## src/logic/mania_pkg.sv

```systemverilog
// mania core shared definitions: sequencer state codes, stream widths and per-stream constants
package mania_pkg;

	localparam int STATE_WIDTH = 16;

	// state codes count in decimal digits
	localparam logic [STATE_WIDTH-1:0] S_INIT           = 16'h0000;
	localparam logic [STATE_WIDTH-1:0] S_LOAD_SKIN      = 16'h0001;
	localparam logic [STATE_WIDTH-1:0] S_W_LOAD_SKIN    = 16'h0002;
	localparam logic [STATE_WIDTH-1:0] S_LOAD_BEATMAP   = 16'h0003;
	localparam logic [STATE_WIDTH-1:0] S_W_LOAD_BEATMAP = 16'h0004;
	localparam logic [STATE_WIDTH-1:0] S_SCAN_LEVELS    = 16'h0013;
	localparam logic [STATE_WIDTH-1:0] S_W_SCAN_LEVELS  = 16'h0014;
	localparam logic [STATE_WIDTH-1:0] S_STANDBY        = 16'h9999; // game idle

	localparam int BYTE_WIDTH = 8; // one SD byte

	localparam int SKIN_ADDR_WIDTH    = 15;
	localparam int BEATMAP_ADDR_WIDTH = 13;

	// bytes per BRAM word
	localparam int SKIN_BYTES    = 2;
	localparam int BEATMAP_BYTES = 3;

	// aux info sent to the pre-reader on restart
	localparam logic [7:0] SKIN_AUX    = 8'h80;
	localparam logic [7:0] BEATMAP_AUX = 8'h00;

	localparam int NUM_LEVELS = 4; // difficulty levels

	typedef logic [15:0] skin_word_t;
	typedef logic [23:0] beatmap_word_t;

endpackage

```

## src/logic/bram_loader.sv

```systemverilog
// BRAM loader: pulls one SD stream byte by byte and writes assembled words to a BRAM
`timescale 1ns/100ps

module bram_loader #(
	parameter int ADDR_WIDTH = 13,
	parameter int BYTES_PER_WORD = 3,
	parameter logic [7:0] AUX_INFO = 8'h00,
	parameter type word_t = logic [23:0]
) (
	input  logic CLK,
	input  logic RESET_L,
	input  logic start,
	input  logic [7:0] song_selection,
	input  logic [mania_pkg::BYTE_WIDTH-1:0] data_in,
	input  logic data_ready,
	input  logic transmit_finished,
	output logic restart,
	output logic [7:0] init_index,
	output logic [7:0] init_aux_info,
	output logic request_data,
	output logic [ADDR_WIDTH-1:0] addr_w,
	output word_t data_w,
	output logic en_w,
	output logic done
);

	localparam int WORD_BITS = $bits(word_t);
	localparam int CNT_WIDTH = $clog2(BYTES_PER_WORD + 1);

	typedef enum logic [1:0] {ld_idle, ld_first, ld_wait, ld_check} ld_state_t;

	ld_state_t ld_state;
	logic [CNT_WIDTH-1:0] byte_cnt; // bytes already in the current word
	logic last_byte;

	assign init_aux_info = AUX_INFO; // fixed per stream
	assign last_byte = byte_cnt == CNT_WIDTH'(BYTES_PER_WORD - 1);

	always_ff @(posedge CLK) begin
		if (!RESET_L) begin
			ld_state <= ld_idle;
			restart <= 1'b0;
			request_data <= 1'b0;
			en_w <= 1'b0;
			done <= 1'b0;
			addr_w <= '0;
			byte_cnt <= '0;
			init_index <= '0;
		end else begin
			restart <= 1'b0; // all strobes default low
			request_data <= 1'b0;
			en_w <= 1'b0;
			done <= 1'b0;
			if (en_w)
				addr_w <= addr_w + 1'b1; // next word slot
			case (ld_state)
				ld_idle: if (start) begin
					restart <= 1'b1;
					init_index <= song_selection;
					addr_w <= '0;
					byte_cnt <= '0;
					ld_state <= ld_first;
				end
				ld_first: begin // stream may still look finished from the last owner
					request_data <= 1'b1;
					ld_state <= ld_wait;
				end
				ld_wait: if (data_ready) begin
					byte_cnt <= last_byte ? '0 : byte_cnt + 1'b1;
					en_w <= last_byte;
					ld_state <= ld_check;
				end
				default: begin
					// idle between requests
					if (transmit_finished) begin
						done <= 1'b1;
						ld_state <= ld_idle;
					end else begin
						request_data <= 1'b1;
						ld_state <= ld_wait;
					end
				end
			endcase
		end
	end

	// first byte ends up least significant
	always_ff @(posedge CLK) begin
		if (ld_state == ld_wait && data_ready)
			data_w <= word_t'({data_in, data_w[WORD_BITS-1:mania_pkg::BYTE_WIDTH]});
	end

	// pre-reader only answers a request this loader has outstanding
	assert property (@(posedge CLK) disable iff (!RESET_L)
		(ld_state != ld_idle && data_ready) |-> (ld_state == ld_wait && !request_data))
		else $error("data_ready without an outstanding request");

	assert property (@(posedge CLK) disable iff (!RESET_L) en_w |=> !en_w)
		else $error("en_w held for two cycles");

endmodule

```

## src/logic/level_table_scan.sv

```systemverilog
// level table scan: reads each level's size word and derives its base address in the beatmap
`timescale 1ns/100ps

module level_table_scan #(
	parameter int ADDR_WIDTH = 13,
	parameter int NUM_LEVELS = 4
) (
	input  logic CLK,
	input  logic RESET_L,
	input  logic start,
	input  mania_pkg::beatmap_word_t rd_data,
	output logic [ADDR_WIDTH-1:0] rd_addr,
	output logic rd_en,
	output logic [NUM_LEVELS-1:0][ADDR_WIDTH-1:0] level_size,
	output logic [NUM_LEVELS-1:0][ADDR_WIDTH-1:0] level_base,
	output logic done
);

	localparam int LVL_WIDTH = $clog2(NUM_LEVELS);

	logic busy;
	logic [1:0] phase; // 0 issue, 3 sample
	logic [LVL_WIDTH-1:0] level;
	logic last_level;

	assign last_level = level == LVL_WIDTH'(NUM_LEVELS - 1);

	always_ff @(posedge CLK) begin
		if (!RESET_L) begin
			busy <= 1'b0;
			phase <= '0;
			level <= '0;
			rd_addr <= '0;
			rd_en <= 1'b0;
			done <= 1'b0;
			level_size <= '0;
			level_base <= '0;
		end else begin
			done <= busy && phase == 2'd3 && last_level;
			if (!busy) begin
				if (start) begin
					busy <= 1'b1;
					phase <= '0;
					level <= '0;
				end
			end else begin
				if (phase == 2'd0) begin
					// size word sits just before each level's data
					if (level == '0)
						rd_addr <= '0;
					else
						rd_addr <= level_base[level - 1'b1] + level_size[level - 1'b1];
					rd_en <= 1'b1;
				end else if (phase == 2'd3) begin
					// two cycles of slack on the read latency
					level_size[level] <= rd_data[ADDR_WIDTH-1:0];
					level_base[level] <= rd_addr + 1'b1;
					rd_en <= 1'b0;
					if (last_level)
						busy <= 1'b0;
					else
						level <= level + 1'b1;
				end
				phase <= phase + 1'b1;
			end
		end
	end

	assert property (@(posedge CLK) disable iff (!RESET_L) rd_en |-> busy)
		else $error("beatmap read outside a scan");

endmodule

```

## src/logic/load_sequencer.sv

```systemverilog
// start-up sequencer: skin load, beatmap load, level scan, then standby; owns the pre-reader mux
`timescale 1ns/100ps

module load_sequencer (
	input  logic CLK,
	input  logic RESET_L,
	input  logic skin_done,
	input  logic beatmap_done,
	input  logic scan_done,
	input  logic skin_restart,
	input  logic [7:0] skin_init_index,
	input  logic [7:0] skin_init_aux_info,
	input  logic skin_request_data,
	input  logic beatmap_restart,
	input  logic [7:0] beatmap_init_index,
	input  logic [7:0] beatmap_init_aux_info,
	input  logic beatmap_request_data,
	output logic skin_start,
	output logic beatmap_start,
	output logic scan_start,
	output logic [7:0] pre_init_index,
	output logic [7:0] pre_init_aux_info,
	output logic pre_restart,
	output logic pre_request_data,
	output logic [mania_pkg::STATE_WIDTH-1:0] state
);

	logic [mania_pkg::STATE_WIDTH-1:0] next_state;

	always_ff @(posedge CLK) begin
		if (!RESET_L)
			state <= mania_pkg::S_INIT;
		else
			state <= next_state;
	end

	always_comb begin
		case (state)
			mania_pkg::S_INIT:           next_state = mania_pkg::S_LOAD_SKIN;
			mania_pkg::S_LOAD_SKIN:      next_state = mania_pkg::S_W_LOAD_SKIN;
			mania_pkg::S_W_LOAD_SKIN:
				next_state = skin_done ? mania_pkg::S_LOAD_BEATMAP : mania_pkg::S_W_LOAD_SKIN;
			mania_pkg::S_LOAD_BEATMAP:   next_state = mania_pkg::S_W_LOAD_BEATMAP;
			mania_pkg::S_W_LOAD_BEATMAP:
				next_state = beatmap_done ? mania_pkg::S_SCAN_LEVELS : mania_pkg::S_W_LOAD_BEATMAP;
			mania_pkg::S_SCAN_LEVELS:    next_state = mania_pkg::S_W_SCAN_LEVELS;
			mania_pkg::S_W_SCAN_LEVELS:
				next_state = scan_done ? mania_pkg::S_STANDBY : mania_pkg::S_W_SCAN_LEVELS;
			mania_pkg::S_STANDBY:        next_state = mania_pkg::S_STANDBY; // stays for good
			default:                     next_state = mania_pkg::S_INIT;
		endcase
	end

	// one-cycle start states
	assign skin_start    = state == mania_pkg::S_LOAD_SKIN;
	assign beatmap_start = state == mania_pkg::S_LOAD_BEATMAP;
	assign scan_start    = state == mania_pkg::S_SCAN_LEVELS;

	// pre-reader belongs to whichever loader is running
	always_comb begin
		pre_init_index = '0;
		pre_init_aux_info = '0;
		pre_restart = 1'b0;
		pre_request_data = 1'b0;
		case (state)
			mania_pkg::S_LOAD_SKIN, mania_pkg::S_W_LOAD_SKIN: begin
				pre_init_index = skin_init_index;
				pre_init_aux_info = skin_init_aux_info;
				pre_restart = skin_restart;
				pre_request_data = skin_request_data;
			end
			mania_pkg::S_LOAD_BEATMAP, mania_pkg::S_W_LOAD_BEATMAP: begin
				pre_init_index = beatmap_init_index;
				pre_init_aux_info = beatmap_init_aux_info;
				pre_restart = beatmap_restart;
				pre_request_data = beatmap_request_data;
			end
			default: ;
		endcase
	end

	assert property (@(posedge CLK) disable iff (!RESET_L)
		$onehot0({skin_start, beatmap_start, scan_start}))
		else $error("more than one start pulse");

endmodule

```

## src/logic/mania_core.sv

```systemverilog
// mania core start-up loader: sequencer, skin and beatmap loaders, level table scan
`timescale 1ns/100ps

module mania_core (
	input  logic CLK,
	input  logic RESET_L,
	input  logic [7:0] song_selection, // held during use
	input  logic [mania_pkg::BYTE_WIDTH-1:0] pre_data_in,
	input  logic pre_data_ready,
	input  logic pre_transmit_finished,
	input  mania_pkg::beatmap_word_t db_data_out,
	output logic [7:0] pre_init_index,
	output logic [7:0] pre_init_aux_info,
	output logic pre_restart,
	output logic pre_request_data,
	output logic [mania_pkg::SKIN_ADDR_WIDTH-1:0] ds_addr_w,
	output mania_pkg::skin_word_t ds_data_in,
	output logic ds_en_w,
	output logic [mania_pkg::BEATMAP_ADDR_WIDTH-1:0] db_addr_w,
	output mania_pkg::beatmap_word_t db_data_in,
	output logic db_en_w,
	output logic [mania_pkg::BEATMAP_ADDR_WIDTH-1:0] db_addr_r,
	output logic db_en_r,
	output logic [mania_pkg::NUM_LEVELS-1:0][mania_pkg::BEATMAP_ADDR_WIDTH-1:0] level_size,
	output logic [mania_pkg::NUM_LEVELS-1:0][mania_pkg::BEATMAP_ADDR_WIDTH-1:0] level_base,
	output logic [mania_pkg::STATE_WIDTH-1:0] debug_state
);

	logic skin_start, skin_done, skin_restart, skin_request_data;
	logic [7:0] skin_init_index, skin_init_aux_info;
	logic beatmap_start, beatmap_done, beatmap_restart, beatmap_request_data;
	logic [7:0] beatmap_init_index, beatmap_init_aux_info;
	logic scan_start, scan_done;

	load_sequencer u_seq (
		.CLK, .RESET_L,
		.skin_done, .beatmap_done, .scan_done,
		.skin_restart, .skin_init_index, .skin_init_aux_info, .skin_request_data,
		.beatmap_restart, .beatmap_init_index, .beatmap_init_aux_info, .beatmap_request_data,
		.skin_start, .beatmap_start, .scan_start,
		.pre_init_index, .pre_init_aux_info, .pre_restart, .pre_request_data,
		.state(debug_state)
	);

	// .skin stream
	bram_loader #(
		.ADDR_WIDTH(mania_pkg::SKIN_ADDR_WIDTH), .BYTES_PER_WORD(mania_pkg::SKIN_BYTES),
		.AUX_INFO(mania_pkg::SKIN_AUX), .word_t(mania_pkg::skin_word_t)
	) u_skin_loader (
		.CLK, .RESET_L, .start(skin_start), .song_selection,
		.data_in(pre_data_in), .data_ready(pre_data_ready),
		.transmit_finished(pre_transmit_finished),
		.restart(skin_restart), .init_index(skin_init_index),
		.init_aux_info(skin_init_aux_info), .request_data(skin_request_data),
		.addr_w(ds_addr_w), .data_w(ds_data_in), .en_w(ds_en_w), .done(skin_done)
	);

	// .beatmap stream
	bram_loader #(
		.ADDR_WIDTH(mania_pkg::BEATMAP_ADDR_WIDTH), .BYTES_PER_WORD(mania_pkg::BEATMAP_BYTES),
		.AUX_INFO(mania_pkg::BEATMAP_AUX), .word_t(mania_pkg::beatmap_word_t)
	) u_beatmap_loader (
		.CLK, .RESET_L, .start(beatmap_start), .song_selection,
		.data_in(pre_data_in), .data_ready(pre_data_ready),
		.transmit_finished(pre_transmit_finished),
		.restart(beatmap_restart), .init_index(beatmap_init_index),
		.init_aux_info(beatmap_init_aux_info), .request_data(beatmap_request_data),
		.addr_w(db_addr_w), .data_w(db_data_in), .en_w(db_en_w), .done(beatmap_done)
	);

	level_table_scan #(
		.ADDR_WIDTH(mania_pkg::BEATMAP_ADDR_WIDTH), .NUM_LEVELS(mania_pkg::NUM_LEVELS)
	) u_scan (
		.CLK, .RESET_L, .start(scan_start), .rd_data(db_data_out),
		.rd_addr(db_addr_r), .rd_en(db_en_r),
		.level_size, .level_base, .done(scan_done)
	);

endmodule

```

## config.mk

```make
export PLATFORM = sky130hd
export DESIGN_NAME = mania_core
export DESIGN_NICKNAME = d
export VERILOG_FILES = /design/src/logic/mania_pkg.sv /design/src/logic/bram_loader.sv /design/src/logic/level_table_scan.sv /design/src/logic/load_sequencer.sv /design/src/logic/mania_core.sv
export SDC_FILE = /design/constraint.sdc
export NUM_CORES = 1
export LEC_CHECK = 0
export ABC_AREA = 1
export BUFFER_PORTS_ARGS = -buffer_cell sky130_fd_sc_hd__buf_2
export CAP_MARGIN = 20
export CORE_ASPECT_RATIO = 1.75
export CORE_MARGIN = 3
export CORE_UTILIZATION = 44
export CTS_BUF_LIST = sky130_fd_sc_hd__clkbuf_4 sky130_fd_sc_hd__clkbuf_8 sky130_fd_sc_hd__clkbuf_16
export CTS_CLUSTER_SIZE = 30
export DETAILED_ROUTE_END_ITERATION = 12
export PLACE_DENSITY = 0.78
export SYNTH_ARGS = -nofsm -noshare
export SYNTH_HDL_FRONTEND = slang
export SYNTH_SLANG_ARGS = --single-unit
```

## constraint.sdc

```tcl
create_clock -name CLK -period 7.1 [get_ports CLK]
set_clock_uncertainty 0.1 [all_clocks]
set_input_delay 1.775 -clock CLK [delete_from_list [all_inputs] [get_ports CLK]]
set_output_delay 1.775 -clock CLK [all_outputs]
set_load 0.02 [all_outputs]
```

==> metrics <==
primary flip-flop cell chosen by synthesis mapping=dfxtp_1; wire length after detailed routing=31600 µm; Final Hold Viols=0; Resized Gates After CTS=0; CTS buffer count=23; instance count after placement with tap cells included=1813; post-synthesis instance area=0.0105 mm²; sort of element at the start of the critical path=register; final-layout setup total negative slack=0 ps; clk slew on worst S/H paths=70 ps; number of max-slew violations in the final report=0; uppermost layer routed=met4; sequential area share after synthesis=47.7%; final setup violation count=0; die height=210 µm; wire length per cell after detailed routing=17.0 µm; pin count of the biggest net entering global routing=68; overall routing resource usage=24.0%; core region area=0.0233 mm²; WL met2=16700 µm; arrival time at the worst endpoint=4510 ps; peak supply drop=199 µV; count of nets left with antenna violations after detail routing=0; status=finished clean; WL met1=10800 µm; worst path cell trace=buf_4 -> clkinv_1 -> ha_1 -> inv_1 -> o21ai_0 -> o22ai_1 -> ha_1 -> inv_1 -> fa_1 -> nor2_1 -> nor2_1 -> nor2_1 -> inv_1 -> nand3_1 -> nand2_1 -> nand3_1 -> a21oi_1; internal reg-to-reg setup slack=2870 ps; standby leakage power=0.00589 µW; beginning of the worst register-to-register path=u_scan.level[0]; most instantiated cells after synthesis=nand2_1, dfxtp_1, inv_1, nor2_1, o21ai_0; Die Footprint=0.0257 mm²; sinks on the clock net=229; post-CTS setup buffers=0; CP Capture Point=u_scan.rd_addr[12]; power per cell area=249 mW/mm²; per-cell via count in the routed design=5.25; Crit-path slowest cell=inv_1; biggest cell delay along the critical path=660 ps; Area Growth Syn to Fin=20.5%; number of antenna violations at the first check in global routing=0; Chip Width=123 µm; Hold/Removal Path Class=register to register; worst endpoint required time=7380 ps; maxcap violations=0; antenna cells=0; Max Buffers Root-to-Sink=3; DR pass1 iterations=6; non-filler instance count after layout=1855; metal3 WL=2400 µm; root buffer cell=clkbuf_16; unrepaired setup endpoints after global routing=no; share of async-settable or async-resettable flops after synthesis=0%; crit end category=register; clock tree from TritonCTS=yes; effective utilization at floorplan=44.8%; final weighted congestion in routability-driven placement=0.957; grt total ovfl=0; Buffers on Ports=241; Avg Inst Size Synth=7.92 µm²; post-layout min period=4230 ps; violation count after the first detailed-routing iteration=609; CTS HTree Levels=1; transition time at the pin with the least slew margin=1070 ps; total via count after detailed routing=9730; cell with the most instances after synthesis=nand2_1; total of fill cells in the finished design=2222; count of hold buffers inserted by post-cts repair=0; Yosys reg bits=229; Yosys warning count=0; number of unique standard cell types used by synthesis=47; worst setup path startpoint=u_scan.level[0]; biggest fanout along the worst timing path=60; Post-synth EDFFs=40; global-route wire length before repair=48900 µm; number of global-route vias before repair=9413; total power consumption of the routed design=3130 µW; detailed-route DRC error count=0; area share of the largest cell type after synthesis=36.2%; period utilization=59.6%; critical setup path kind=register to register; top area cells in the synthesized netlist=dfxtp_1, edfxtp_1, nand2_1, inv_1, o21ai_0; number of placement rows=74; most area-hungry cell type in the Yosys netlist=dfxtp_1; I/O Pins=266; number of nets in the final layout=1609; worst r2r dst=u_scan.rd_addr[12]; Fmax=0.236 GHz; post-DP HPWL=22600 µm; share of layout cells above drive strength 1=21.0%; r2r worst-path depth=17; Clk Latency, worst-skew pair=530 ps; headroom to the max-slew limit=28.4%; Post-Syn Instances=1320
==> worst min-delay path by stage <==
stage                                   start                         to  slack [ps]  depth (start not counted)
floorplan           u_skin_loader.byte_cnt[1]         u_skin_loader.en_w         300                          1
global placement    u_skin_loader.byte_cnt[1]         u_skin_loader.en_w         310                          1
detailed placement  u_skin_loader.byte_cnt[1]  u_skin_loader.byte_cnt[1]         330                          2
CTS                 u_skin_loader.byte_cnt[1]  u_skin_loader.byte_cnt[1]         340                          2
global route         u_skin_loader.data_w[15]    u_skin_loader.data_w[7]         350                          0
finish              u_skin_loader.byte_cnt[1]         u_skin_loader.en_w         330                          1
==> cells in the final DEF (no fill, tap or decap), types with 5 or more instances in the layout <==
| cell type | netlist | routed |
|---|---|---|
| clkbuf_16 | 0 | 23 |
| nor2_2 | 6 | 6 |
| nand4_1 | 9 | 9 |
| inv_1 | 165 | 164 |
| edfxtp_1 | 40 | 40 |
| xor2_1 | 16 | 16 |
| buf_4 | 22 | 6 |
| dfxtp_1 | 189 | 188 |
| o21ai_0 | 115 | 115 |
| o22ai_1 | 47 | 47 |
| bufinv_16 | 0 | 5 |
| buf_2 | 16 | 241 |
| or2_2 | 5 | 5 |
| conb_1 | 1 | 13 |
| o211ai_1 | 5 | 5 |
| nor2_4 | 6 | 6 |
| a21oi_1 | 93 | 93 |
| ha_1 | 30 | 30 |
| nand2_1 | 238 | 238 |
| xnor2_1 | 10 | 10 |
| nor2_1 | 141 | 141 |
| nor3b_1 | 5 | 5 |
| o21bai_1 | 26 | 26 |
| inv_2 | 4 | 5 |
| o21a_1 | 9 | 9 |
| nand2_2 | 7 | 7 |
| nand3_1 | 45 | 45 |
==> metrics by stage <==
stage / hold WS (ps) / utilization [%] / setup WS [ps] / instance area [µm²]
global route: 354 / 54.0 / 2650 / 12600
global placement: 312 / 50.4 / 3050 / 11800
detailed placement: 326 / 50.4 / 2980 / 11800
floorplan: 298 / - / 3630 / 10500
finish: 331 / 54.0 / 2870 / 12600
CTS: 337 / 54.0 / 2910 / 12600
==> final cells by class <==
cell class	count	area, µm²	share of cell area (%)
clock buffer	25	597	4.74
timing repair buffer	247	1250	9.93
sequential	229	4990	39.6
tap	304	380	3.02
inverter	171	642	5.10
multi-input combinational	862	4510	35.8
clock inverter	17	234	1.86
==> routing by layer <==
layer  vias up  GRT usage (%)
met4         0           12.7
met1      4485           24.9
met5         -              0
met2       446           44.4
met3        88           4.56
li1       4711              -
==> sequential cells by signal, summed over array words and instances (netlist names), 2 cells and up <==
signal,cells
u_scan.level_base,52
u_scan.level_size,52
u_beatmap_loader.data_w,24
u_skin_loader.data_w,16
u_skin_loader.addr_w,15
u_beatmap_loader.addr_w,13
u_scan.rd_addr,13
u_beatmap_loader.init_index,8
u_skin_loader.init_index,8
u_seq.state,5
u_beatmap_loader.byte_cnt,2
u_beatmap_loader.ld_state,2
u_scan.level,2
u_scan.phase,2
u_skin_loader.byte_cnt,2
u_skin_loader.ld_state,2
==> worst max-delay path, delay by kind of cell (launching register included) <==
kind	cells	cell delay (ps)
buffers and inverters	5	1500
and+or+nand+nor	6	550
DFF	1	310
AOI/OAI and AO/OA	3	540
adders and majority gates	3	1060
==> cell families after synthesis <==
logic type | share of synthesized area [%]
other | 0.0359
adder cells (fa/ha/maj) | 3.78
buffers and inverters | 9.64
XOR/XNOR | 2.33
flip-flops | 47.7
AND/OR/NAND/NOR | 19.9
AO/OA/AOI/OAI | 16.7
==> power by group <==
group          internal (µW)  leakage, µW  switching, µW
Clock                    796     0.000388            533
Sequential              1400      0.00189           34.1
Combinational            109      0.00362            259
Total                   2300      0.00589            827
Power figures use the tool's default switching activity.
